$ cat src/rtl/tone_pkg.sv
`default_nettype none

package tone_pkg;

    typedef enum logic [1:0] {
        TONE_CLICK,
        TONE_SUCCESS,
        TONE_FAIL
    } tone_kind_e;

    typedef struct packed {
        logic       start;      // one-cycle request
        tone_kind_e kind;
    } tone_req_t;

    // all values in clock cycles, scaled down for simulation
    localparam int CLICK_HALF = 2;
    localparam int CLICK_LEN = 20;
    localparam int SUCCESS_HALF = 1;
    localparam int SUCCESS_LEN = 60;
    localparam int FAIL_HALF = 4;
    localparam int FAIL_LEN = 90;
    localparam int FAIL_GAP_LO = 30;    // silent window inside the fail tone
    localparam int FAIL_GAP_HI = 60;

endpackage

`default_nettype wire

$ cat src/rtl/lock_pkg.sv
`default_nettype none

package lock_pkg;

    // stored code 2 4 6, one BCD digit per nibble
    localparam logic [11:0] SECRET_CODE = 12'h246;
    localparam logic [3:0]  BLANK_NIBBLE = 4'hF;        // unlit digit position
    localparam logic [11:0] PASS_GLYPH = 12'hBCC;       // "ASS" on three digits

    localparam int MAX_TRIES = 3;                       // failed tries before lockout

    // lockout second length, scaled down for simulation
    localparam int SECOND_TICKS = 20;
    localparam logic [3:0] LOCKOUT_SECONDS = 4'd2;      // tens value that ends lockout

    typedef enum logic [2:0] {
        KEY_NONE,
        KEY_DIGIT,
        KEY_ENTER,
        KEY_CLEAR,
        KEY_RESET_ALL
    } key_cmd_e;

    typedef struct packed {
        logic       valid;      // one-cycle strobe
        key_cmd_e   cmd;
        logic [3:0] digit;      // BCD, only meaningful for KEY_DIGIT
    } key_event_t;

    typedef struct packed {
        logic [3:0] hundreds;
        logic [3:0] tens;
        logic [3:0] units;
    } entry_view_t;

    typedef struct packed {
        logic [3:0] spare;      // kept blank during lockout
        logic [3:0] sec_tens;
        logic [3:0] sec_units;
    } timer_view_t;

    // one display word, read as an entry or as the lockout seconds
    typedef union packed {
        entry_view_t entry_view;
        timer_view_t timer_view;
    } display_word_u;

    typedef enum logic [1:0] {
        ST_ENTRY,
        ST_OPEN,
        ST_LOCKOUT
    } lock_state_e;

endpackage

`default_nettype wire
$ cat src/rtl/keypad_lock_top.sv
`timescale 1ns/1ns
`default_nettype none

module keypad_lock_top (
    input  wire                     clk,
    input  wire                     RSTn,
    input  wire [15:0]              onehot,
    output lock_pkg::display_word_u display,
    output logic [1:0]              digit_count,
    output logic [1:0]              tries,
    output logic                    buzzer
);
    import lock_pkg::*;
    import tone_pkg::*;

    key_event_t    key_event;
    display_word_u entry;
    display_word_u seconds;
    tone_req_t     tone_req;
    logic          shift_en;
    logic          clear_en;
    logic [3:0]    digit;
    logic          timer_start;
    logic          timer_done;

    key_decoder u_key_decoder (
        .clk       (clk),
        .RSTn      (RSTn),
        .onehot    (onehot),
        .key_event (key_event)
    );

    entry_register u_entry_register (
        .clk         (clk),
        .RSTn        (RSTn),
        .shift_en    (shift_en),
        .clear_en    (clear_en),
        .digit       (digit),
        .entry       (entry),
        .digit_count (digit_count)
    );

    lockout_timer u_lockout_timer (
        .clk     (clk),
        .RSTn    (RSTn),
        .start   (timer_start),
        .seconds (seconds),
        .done    (timer_done)
    );

    buzzer_tone u_buzzer_tone (
        .clk      (clk),
        .RSTn     (RSTn),
        .tone_req (tone_req),
        .buzzer   (buzzer)
    );

    lock_fsm u_lock_fsm (
        .clk         (clk),
        .RSTn        (RSTn),
        .key_event   (key_event),
        .entry       (entry),
        .digit_count (digit_count),
        .seconds     (seconds),
        .timer_done  (timer_done),
        .shift_en    (shift_en),
        .clear_en    (clear_en),
        .digit       (digit),
        .timer_start (timer_start),
        .tone_req    (tone_req),
        .tries       (tries),
        .display     (display)
    );

endmodule

`default_nettype wire

$ cat src/rtl/lock_fsm.sv
`timescale 1ns/1ns
`default_nettype none

module lock_fsm (
    input  wire                          clk,
    input  wire                          RSTn,
    input  wire lock_pkg::key_event_t    key_event,
    input  wire lock_pkg::display_word_u entry,
    input  wire [1:0]                    digit_count,
    input  wire lock_pkg::display_word_u seconds,
    input  wire                          timer_done,
    output logic                         shift_en,
    output logic                         clear_en,
    output logic [3:0]                   digit,
    output logic                         timer_start,
    output tone_pkg::tone_req_t          tone_req,
    output logic [1:0]                   tries,
    output lock_pkg::display_word_u      display
);
    import lock_pkg::*;
    import tone_pkg::*;

    lock_state_e   state;
    display_word_u entry_next;
    logic          is_digit, is_enter, is_clear, is_reset_all;
    logic          code_full, enter_ok, enter_fail, last_try;

    assign is_digit     = key_event.valid && (key_event.cmd == KEY_DIGIT);
    assign is_enter     = key_event.valid && (key_event.cmd == KEY_ENTER);
    assign is_clear     = key_event.valid && (key_event.cmd == KEY_CLEAR);
    assign is_reset_all = key_event.valid && (key_event.cmd == KEY_RESET_ALL);

    assign code_full  = (digit_count == 2'd3);
    assign enter_ok   = (state == ST_ENTRY) && is_enter && code_full && (entry == SECRET_CODE);
    assign enter_fail = (state == ST_ENTRY) && is_enter && code_full && (entry != SECRET_CODE);
    assign last_try   = (tries == 2'(MAX_TRIES - 1));

    assign shift_en    = (state == ST_ENTRY) && is_digit && !code_full;
    assign clear_en    = ((state == ST_ENTRY) && (is_clear || is_reset_all || enter_fail)) ||
                         ((state == ST_OPEN) && (is_clear || is_reset_all));
    assign digit       = key_event.digit;
    assign timer_start = enter_fail && last_try;

    always_comb begin
        tone_req.start = 1'b1;
        tone_req.kind  = TONE_CLICK;
        if (enter_ok) begin
            tone_req.kind = TONE_SUCCESS;
        end else if (enter_fail) begin
            tone_req.kind = TONE_FAIL;
        end else if (!(is_digit && state != ST_LOCKOUT)) begin
            tone_req.start = 1'b0;
        end
    end

    // what the entry register holds after this edge, so the display keeps step
    always_comb begin
        entry_next = entry;
        if (clear_en) begin
            entry_next = {3{BLANK_NIBBLE}};
        end else if (shift_en) begin
            entry_next = {entry.entry_view.tens, entry.entry_view.units, key_event.digit};
        end
    end

    always_ff @(posedge clk) begin
        if (!RSTn) begin
            state   <= ST_ENTRY;
            tries   <= 2'd0;
            display <= {3{BLANK_NIBBLE}};
        end else begin
            case (state)
                ST_ENTRY: begin
                    display <= entry_next;
                    if (enter_ok) begin
                        state   <= ST_OPEN;
                        display <= PASS_GLYPH;
                    end else if (enter_fail && last_try) begin
                        state   <= ST_LOCKOUT;
                        tries   <= 2'd0;
                        display <= {BLANK_NIBBLE, 8'h00};   // timer view at 00
                    end else if (enter_fail) begin
                        tries <= tries + 2'd1;
                    end else if (is_reset_all) begin
                        tries <= 2'd0;
                    end
                end
                ST_OPEN: begin
                    display <= PASS_GLYPH;
                    if (is_clear || is_reset_all) begin
                        state   <= ST_ENTRY;
                        display <= {3{BLANK_NIBBLE}};
                    end
                    if (is_reset_all) begin
                        tries <= 2'd0;
                    end
                end
                ST_LOCKOUT: begin
                    display <= seconds;     // keys ignored here
                    if (timer_done) begin
                        state   <= ST_ENTRY;
                        display <= {3{BLANK_NIBBLE}};
                    end
                end
                default: state <= ST_ENTRY;
            endcase
        end
    end

endmodule

`default_nettype wire

$ cat src/rtl/buzzer_tone.sv
`timescale 1ns/1ns
`default_nettype none

module buzzer_tone (
    input  wire                 clk,
    input  wire                 RSTn,
    input  wire tone_pkg::tone_req_t tone_req,
    output logic                buzzer
);
    import tone_pkg::*;

    logic       active;         // a pattern is playing
    logic       phase;
    logic       phase_next;
    tone_kind_e kind;
    logic [6:0] len_cnt;
    logic [2:0] half_cnt;
    logic [6:0] len_lim;
    logic [2:0] half_lim;
    logic       half_end;
    logic       in_gap;

    always_comb begin
        case (kind)
            TONE_SUCCESS: begin
                len_lim  = 7'(SUCCESS_LEN);
                half_lim = 3'(SUCCESS_HALF);
            end
            TONE_FAIL: begin
                len_lim  = 7'(FAIL_LEN);
                half_lim = 3'(FAIL_HALF);
            end
            default: begin
                len_lim  = 7'(CLICK_LEN);
                half_lim = 3'(CLICK_HALF);
            end
        endcase
    end

    assign half_end   = (half_cnt == half_lim - 3'd1);
    assign phase_next = half_end ? ~phase : phase;
    assign in_gap     = (kind == TONE_FAIL) && (len_cnt >= 7'(FAIL_GAP_LO))
                        && (len_cnt < 7'(FAIL_GAP_HI));     // fail tone goes quiet here

    always_ff @(posedge clk) begin
        if (!RSTn) begin
            active   <= 1'b0;
            phase    <= 1'b0;
            buzzer   <= 1'b0;
            len_cnt  <= '0;
            half_cnt <= '0;
        end else if (tone_req.start) begin   // restarts whatever is playing
            active   <= 1'b1;
            kind     <= tone_req.kind;
            phase    <= 1'b1;
            buzzer   <= 1'b1;
            len_cnt  <= '0;
            half_cnt <= '0;
        end else if (active) begin
            len_cnt  <= len_cnt + 7'd1;
            half_cnt <= half_end ? 3'd0 : half_cnt + 3'd1;
            phase    <= phase_next;
            if (len_cnt == len_lim - 7'd1) begin
                active <= 1'b0;
                buzzer <= 1'b0;
            end else begin
                buzzer <= phase_next && !in_gap;
            end
        end
    end

endmodule

`default_nettype wire

$ cat src/rtl/lockout_timer.sv
`timescale 1ns/1ns
`default_nettype none

module lockout_timer (
    input  wire                     clk,
    input  wire                     RSTn,
    input  wire                     start,
    output lock_pkg::display_word_u seconds,
    output logic                    done
);
    import lock_pkg::*;

    logic                            running;
    logic [$clog2(SECOND_TICKS)-1:0] tick_cnt;
    logic [3:0]                      sec_tens;
    logic [3:0]                      sec_units;

    always_ff @(posedge clk) begin
        if (!RSTn) begin
            running   <= 1'b0;
            done      <= 1'b0;
            tick_cnt  <= '0;
            sec_tens  <= 4'd0;
            sec_units <= 4'd0;
        end else begin
            done <= 1'b0;
            if (start) begin
                running   <= 1'b1;
                tick_cnt  <= '0;
                sec_tens  <= 4'd0;
                sec_units <= 4'd0;
            end else if (running) begin
                if (tick_cnt == ($clog2(SECOND_TICKS))'(SECOND_TICKS - 1)) begin
                    tick_cnt <= '0;
                    if (sec_units == 4'd9) begin   // carry into tens
                        sec_units <= 4'd0;
                        sec_tens  <= sec_tens + 4'd1;
                        if (sec_tens + 4'd1 == LOCKOUT_SECONDS) begin
                            running <= 1'b0;
                            done    <= 1'b1;
                        end
                    end else begin
                        sec_units <= sec_units + 4'd1;
                    end
                end else begin
                    tick_cnt <= tick_cnt + 1'b1;
                end
            end
        end
    end

    always_comb begin
        seconds.timer_view.spare     = BLANK_NIBBLE;
        seconds.timer_view.sec_tens  = sec_tens;
        seconds.timer_view.sec_units = sec_units;
    end

endmodule

`default_nettype wire

$ cat src/rtl/entry_register.sv
`timescale 1ns/1ns
`default_nettype none

module entry_register (
    input  wire                     clk,
    input  wire                     RSTn,
    input  wire                     shift_en,
    input  wire                     clear_en,
    input  wire [3:0]               digit,
    output lock_pkg::display_word_u entry,
    output logic [1:0]              digit_count
);
    import lock_pkg::*;

    // newest digit sits in units, older digits move up
    always_ff @(posedge clk) begin
        if (!RSTn) begin
            entry       <= {3{BLANK_NIBBLE}};
            digit_count <= 2'd0;
        end else if (clear_en) begin
            entry       <= {3{BLANK_NIBBLE}};
            digit_count <= 2'd0;
        end else if (shift_en) begin
            entry <= {entry.entry_view.tens, entry.entry_view.units, digit};
            if (digit_count != 2'd3) begin
                digit_count <= digit_count + 2'd1;   // saturates at three
            end
        end
    end

endmodule

`default_nettype wire

$ cat src/rtl/key_decoder.sv
`timescale 1ns/1ns
`default_nettype none

module key_decoder (
    input  wire                 clk,
    input  wire                 RSTn,
    input  wire [15:0]          onehot,
    output lock_pkg::key_event_t key_event
);
    import lock_pkg::*;

    key_event_t cur_key;
    key_event_t prev_key;

    // mapping follows the keypad wiring
    always_comb begin
        cur_key.cmd   = KEY_DIGIT;
        cur_key.digit = BLANK_NIBBLE;
        case (onehot)
            16'h0008: cur_key.digit = 4'd0;
            16'h0080: cur_key.digit = 4'd1;
            16'h0040: cur_key.digit = 4'd2;
            16'h0020: cur_key.digit = 4'd3;
            16'h0800: cur_key.digit = 4'd4;
            16'h0400: cur_key.digit = 4'd5;
            16'h0200: cur_key.digit = 4'd6;
            16'h8000: cur_key.digit = 4'd7;
            16'h4000: cur_key.digit = 4'd8;
            16'h2000: cur_key.digit = 4'd9;
            16'h0001: cur_key.cmd   = KEY_ENTER;
            16'h1000: cur_key.cmd   = KEY_CLEAR;
            16'h0100: cur_key.cmd   = KEY_RESET_ALL;
            default:  cur_key.cmd   = KEY_NONE;   // no key or several keys
        endcase
        cur_key.valid = (cur_key.cmd != KEY_NONE);  // a real key is down
    end

    always_ff @(posedge clk) begin
        if (!RSTn) begin
            prev_key  <= '0;        // KEY_NONE
            key_event <= '0;
        end else begin
            prev_key <= cur_key;
            key_event.valid <= cur_key.valid && (cur_key != prev_key);
            key_event.cmd   <= cur_key.cmd;
            key_event.digit <= cur_key.digit;
        end
    end

endmodule

`default_nettype wire

$ cat config.mk
export PLATFORM = sky130hd
export DESIGN_NAME = keypad_lock_top
export DESIGN_NICKNAME = d
export VERILOG_FILES = /design/src/rtl/tone_pkg.sv /design/src/rtl/lock_pkg.sv /design/src/rtl/keypad_lock_top.sv /design/src/rtl/lock_fsm.sv /design/src/rtl/buzzer_tone.sv /design/src/rtl/lockout_timer.sv /design/src/rtl/entry_register.sv /design/src/rtl/key_decoder.sv
export SDC_FILE = /design/constraint.sdc
export NUM_CORES = 1
export LEC_CHECK = 0
export CORE_UTILIZATION = 40
export DETAILED_ROUTE_END_ITERATION = 6
export DONT_BUFFER_PORTS = 1
export PLACE_DENSITY = 0.62
export SLEW_MARGIN = 20
export SYNTH_ARGS = -nofsm -noshare
export SYNTH_HDL_FRONTEND = slang
export SYNTH_SLANG_ARGS = --single-unit
$ cat constraint.sdc
create_clock -name clk -period 3.6 [get_ports clk]
set_input_delay 0.72 -clock clk [delete_from_list [all_inputs] [get_ports clk]]
set_output_delay 0.72 -clock clk [all_outputs]
set_load 0.01 [all_outputs]
---- Word level (Yosys, flattened, before mapping) ----
Cells that the tools add are included.
W data, S select, Z words.
storage, ports and cells
  flip-flop bits (word level) ............. 69
  bits of input ports ..................... 18
  output and inout port bits .............. 17
cells by class
  add/subtract/negate cells ............... 9
  $lt $le $gt $ge ......................... 2
  equal/unequal tests ..................... 37
  multiplexer cells ....................... 43
  bitwise operators ....................... 5
  reduce and logical (&&, ||, !) cells .... 39
operators with widths
  cell                    count
  $mux W12                4
  $pmux W4 S10            1
  $pmux W12 S3            1
  $logic_and A1 B1 Y1     18
  $mux W1                 18
  $mux W2                 9
  $eq A16 B1 Y1 const B   1
  $eq A16 B10 Y1 const B  1
  $eq A16 B11 Y1 const B  1
  $eq A16 B12 Y1 const B  1
  $eq A16 B13 Y1 const B  1
  $eq A16 B14 Y1 const B  1
  $eq A16 B15 Y1 const B  1
  $eq A16 B16 Y1 const B  1
  $eq A16 B4 Y1 const B   1
  $eq A16 B6 Y1 const B   1
  $eq A16 B7 Y1 const B   1
  $eq A16 B8 Y1 const B   1
  $eq A16 B9 Y1 const B   1
  $pmux W7 S2             1
  $eq A12 B10 Y1 const B  1
  $ne A12 B10 Y1 const B  1
  $pmux W3 S4             1
  $mux W11                1
  41 further kinds        66

---- Longest topological paths before layout ----
  depth in word-level cells ............... 12
  mapped depth ............................ 10
  mapped depth without buffers ............ 9

---- By module ----
A second synthesis with hierarchy kept.
second synthesis, totals
  cells, all modules ...................... 467
  area total of the unflattened synthesis .. 4,216.5 µm²
by module, submodules not included
  module          instances  cells an instance  area each (µm²)  seq. area each (µm²)
  lock_fsm        1          151                1,292.5          320.3
  buzzer_tone     1          89                 850.8            320.3
  lockout_timer   1          86                 787.0            300.3
  key_decoder     1          93                 765.7            180.2
  entry_register  1          48                 520.5            280.3

---- Least setup slack after synthesis ----
Ideal clock, no wire load.
  kind .................................... input-to-reg
  start point ............................. in onehot[12]
  end point ............................... reg, netlist name u_key_decoder.key_event[7]
  library setup time ...................... 0.125 ns
  arrival time ............................ 2.351 ns
  setup slack ............................. 1.124 ns
  stages .................................. 7
  buffers on the path ..................... 1
  cell sequence ........................... clkbuf_1 -> nor3_1 -> nand4_2 -> nor4b_1 -> xnor2_1 -> nand4_1 -> o41a_1
on the way
  word-level cells in the longest chain between the ends .. 6
RTL lines
  element                                      RTL line              RTL
  start: declaration                           keypad_lock_top.sv:7  input wire [15:0] onehot,
  $eq A16 B4 Y1, or another cell as far along  key_decoder.sv:19     case (onehot)
  $reduce_or A10 Y1 (no source line)           n/a
  $pmux W3 S4                                  key_decoder.sv:19
  $reduce_bool A3 Y1                           key_decoder.sv:35     cur_key.valid = (cur_key.cmd != KEY_NONE);
  $ne A8 B8 Y1                                 key_decoder.sv:44     key_event.valid <= cur_key.valid && (cur_key != prev_key);
  $logic_and A1 B1 Y1 *                        key_decoder.sv:44
Mark *: on every way between the ends. The rest lies on a longest branch, timed or not.
A chain may end at the register's enable or synchronous reset.

---- Worst setup path after layout ----
  start point ............................. reg, netlist name u_key_decoder.key_event[5]
  end point ............................... reg u_lock_fsm.display[3] (netlist name)
on the way
  word-level cells in the longest chain between the ends .. 12
RTL lines
  element                            RTL line                        RTL
  $eq A3 B2 Y1                       lock_fsm.sv:29                  assign is_enter = key_event.valid && (key_event.cmd == KEY_ENTER);
  $logic_and A1 B1 Y1                lock_fsm.sv:29
  $logic_and A1 B1 Y1 (2 in series)  lock_fsm.sv:34, lock_fsm.sv:35
  $logic_and A1 B1 Y1                lock_fsm.sv:35                  assign enter_fail = (state == ST_ENTRY) && is_enter && code_full && (entry != SECRET_CODE);
  $logic_or A1 B1 Y1                 lock_fsm.sv:39                  assign clear_en = ((state == ST_ENTRY) && (is_clear || is_reset_all || enter_fail)) ||
  $logic_and A1 B1 Y1                lock_fsm.sv:39
  $logic_or A1 B1 Y1                 lock_fsm.sv:39
  $mux W12                           lock_fsm.sv:59                  if (clear_en) begin
  $mux W12                           lock_fsm.sv:78                  end else if (enter_fail && last_try) begin
  $mux W12 *                         lock_fsm.sv:75                  if (enter_ok) begin
  $pmux W12 S3 *                     lock_fsm.sv:72                  case (state)
  end signal: assignment             lock_fsm.sv:70                  display <= {3{BLANK_NIBBLE}};
  end signal: assignment             lock_fsm.sv:74                  display <= entry_next;
  end signal: assignment             lock_fsm.sv:81                  display <= {BLANK_NIBBLE, 8'h00};
  end: declaration                   lock_fsm.sv:18                  output lock_pkg::display_word_u display
Marks and branches as above.

==> results.md <==
- Status: completed
- Top-count cell post-synth: dfxtp_1
- Total power: 1.35 mW
- Fmax: 399 MHz
- Initial antenna violation count: 0
- Area growth syn-to-layout: 6.04%
- Leakage: 1.43 nW
- Pwr/cell area: 338 nW/um^2
- RR Endpoint: u_lock_fsm.display[3]
- Hold Path Class: in2reg
- Initial DRC count: 77
- Synth Area per Inst: 8.45 um^2
- Crit. End Element: register
- # setup viols final: 0
- Seq/Total Area, Yosys: 37.2%
- Post-CTS Repair Setup Buffers: 0
- Internal: 1.05 mW
- Ys flop type: dfxtp_1
- Synth Register Bits: 69
- Overflow after GRT: 0
- XOR/XNOR Fraction of Synth Area: 7.44%
- Post-DRT Antenna Nets: 0
- Setup TNS: 0 ns
- Peak VDD IR: 195 uV
- Critical Path RT: 3.83 ns
- Global-route wire length before repair: 13300 um
- Worst-path clk slew: 0.07 ns
- Synth top area cells: dfxtp_1, ha_1, nand2_1, xnor2_1, nor2_1
- Resized Gates After CTS: 0
- Post-Route WL: 7780 um
- Sequential power share: 57.1%
- Hold path startpoint: RSTn
- Non-filler cells, final: 557
- Post-synth top cells: dfxtp_1, nand2_1, nor2_1
- Fillcell total: 945
- Clock Skew: 0.0105 ns
- Total CTS buffers: 9
- Fraction of layout cells with a size suffix above 1: 6.95%
- Critical path type: reg2reg
- Final Max Slew Viols: 0
- Sw frac: 22.5%
- Final net count: 475
- Power share of the clock group: 40.6%
- Switch Pwr: 0.303 mW
- Worst slew margin: 47.7%
- Diode count: 0
- Compound-Gate Fraction of Synth Area: 12.6%
- Largest net degree at the start of global routing: 38
- RSZ-0062 raised after global routing: false
- Die width: 99.1 um
- Synth Net Count: 479
- Largest family of logic cells by synthesized area: simple AND/OR/NAND/NOR gates
- Clk root buf: clkbuf_8
- WL/cell: 14.0 um
- Post-Synthesis Cell Area: 3770 um^2
- Syn Inst Count: 446
- Die area: 9810 um^2
- Setup crit start: u_key_decoder.key_event[5]
- Worst Setup Start Kind: register
- R2r setup slk: 1.09 ns
- DRC Markers: 0
- Mux share of post-synthesis cell area: 4.95%
- Clock sinks: 69
- Storage cell area: 1400 um^2
- GRT Total Usage: 16.9%
- Worst Hold Depth: 1
- Number of global-route vias before repair: 2927
- Yosys warns: 0
- Worst Path Arrival: 2.74 ns
- Number of I/O port buffers: 0
- FF-to-FF path depth: 6
- H-tree depth: 3
- Pre-Repair DR Iteration Count: 4
- Cell taking the most area after synthesis: dfxtp_1
- Dpl cell area: 3830 um^2
- Simple-Gate Fraction of Synth Area: 29.0%
- Final period util: 69.7%
- Placed insts: 542
- Area share of the largest cell type after synthesis: 35.6%
- CTS tree: built
- Row cnt: 35
- Slew of the pin with the lowest slew margin: 0.784 ns
- Endpoints failing hold: 0
- Core ar.: 9200 um^2
- Routability cong.: 0.886
- Netlist cell types: 59
- R2R Path Start: u_key_decoder.key_event[5]
- Crit path max fanout: 14
- # Max-Cap Violations: 0
- Footprint of the multi-input gates: 2220 um^2
- Adder-Cell Fraction of Synth Area: 4.98%
- Initial core utilization: 41.0%
- Clock Latency Late Sink: 0.34 ns
- WHS Endpoint: u_entry_register.entry[0]
- Detailed-route via count: 3022
- Detailed placement HPWL: 5690 um
- Chip height: 99.1 um
- Via/cell ratio: 5.43
- Asr flop ratio synth: 0%
- Final instance area: 4000 um^2
- Post-layout min period: 2.51 ns
- CTS Hold Bufs: 0
- Io pins: 35
- Clock tree buffer depth: 2
- EDFF count, synth: 2
- Gate power share: 2.3%
critical path: stages, from the launching register on:
cell and delay (ns):
dfxtp_1 0.37, or4b_1 0.54, or3_1 0.65, mux2i_1 0.39
a21oi_1 0.13, o21ai_0 0.21, nand3_1 0.09
registers in the layout, summed over array words and instances (netlist names):
register / count
u_lock_fsm.display: 12
u_lockout_timer.done: 1
u_lockout_timer.running: 1
u_lock_fsm.tries: 2
u_lockout_timer.sec_tens: 4
u_lockout_timer.tick_cnt: 5
u_buzzer_tone.phase: 1
u_buzzer_tone.buzzer: 1
u_buzzer_tone.kind: 2
u_buzzer_tone.active: 1
u_lock_fsm.state: 2
u_entry_register.digit_count: 2
u_key_decoder.prev_key: 1
u_key_decoder.key_event: 8
u_entry_register.entry: 12
u_buzzer_tone.len_cnt: 7
u_buzzer_tone.half_cnt: 3
u_lockout_timer.sec_units: 4
metal layers:
metal	wire length, um	vias up	track usage (%)	share of wire (%)
li1	-	1545	-	-
met1	3700	1428	20.4	48
met2	3690	34	28.7	47
met3	236	15	3.48	3.0
met4	157	0	8.26	2.0
met5	0	-	0	0
kinds of logic after synthesis:
group,Yosys count
compound gates,81
xor+xnor,32
fa+ha+maj,15
buf+inv,33
flops,69
mux,17
simple gates,199
final cells by class:
type | count | share of cell area [%]
sequential | 69 | 35.1
clock buffer | 11 | 3.54
clock inverter | 4 | 0.595
timing repair buffer | 1 | 0.188
inverter | 17 | 1.60
multi-input combinational | 344 | 55.5
tap | 111 | 3.48
cells in the final DEF, fill, tap and decap left out, types with 5 or more instances in the layout:
master | Yosys | routed
and2_1 | 6 | 6
mux2i_1 | 13 | 13
xor2_1 | 15 | 15
nor3_1 | 21 | 21
dfxtp_1 | 67 | 67
xnor2_1 | 17 | 17
inv_1 | 17 | 17
o21ai_0 | 29 | 29
nor2b_1 | 22 | 22
a21oi_1 | 26 | 26
clkbuf_8 | 0 | 10
nand2b_1 | 7 | 7
nand2_1 | 42 | 42
nor2_1 | 39 | 39
nor3b_1 | 5 | 5
nand4_1 | 8 | 8
nand3_1 | 17 | 17
ha_1 | 15 | 15
metrics by stage:
| stage | hold WS [ns] | setup slack [ns] | utilization [%] |
|---|---|---|---|
| finish | 0.462 | 1.09 | 43.4 |
| global route | 0.447 | 0.879 | 43.4 |
| CTS | 0.443 | 1.11 | 43.4 |
| detailed placement | 0.499 | 0.950 | 41.6 |
| global placement | 0.474 | 0.990 | 41.6 |
| floorplan | 0.459 | 1.12 | - |
power groups by stage:
stage	clock (mW)	sequential, mW	combinational [mW]
after global placement	0	0.788	0.0316
after CTS	0.566	0.770	0.0315
after detailed placement	0	0.788	0.0313
after global routing	0.595	0.770	0.0354
final	0.548	0.770	0.0313
after floorplan	0	0.787	0.0325
worst max-delay path by stage:
stage | slack [ns] | cells past startpoint | to
after floorplan | 1.12 | 7 | u_key_decoder.key_event[7]
after global placement | 0.99 | 6 | u_key_decoder.key_event[7]
after detailed placement | 0.95 | 6 | u_key_decoder.key_event[7]
after CTS | 1.11 | 6 | u_lock_fsm.display[4]
after global routing | 0.88 | 6 | u_lock_fsm.display[3]
final | 1.09 | 6 | u_lock_fsm.display[3]
Note: power is estimated with default switching activity, not from simulation.
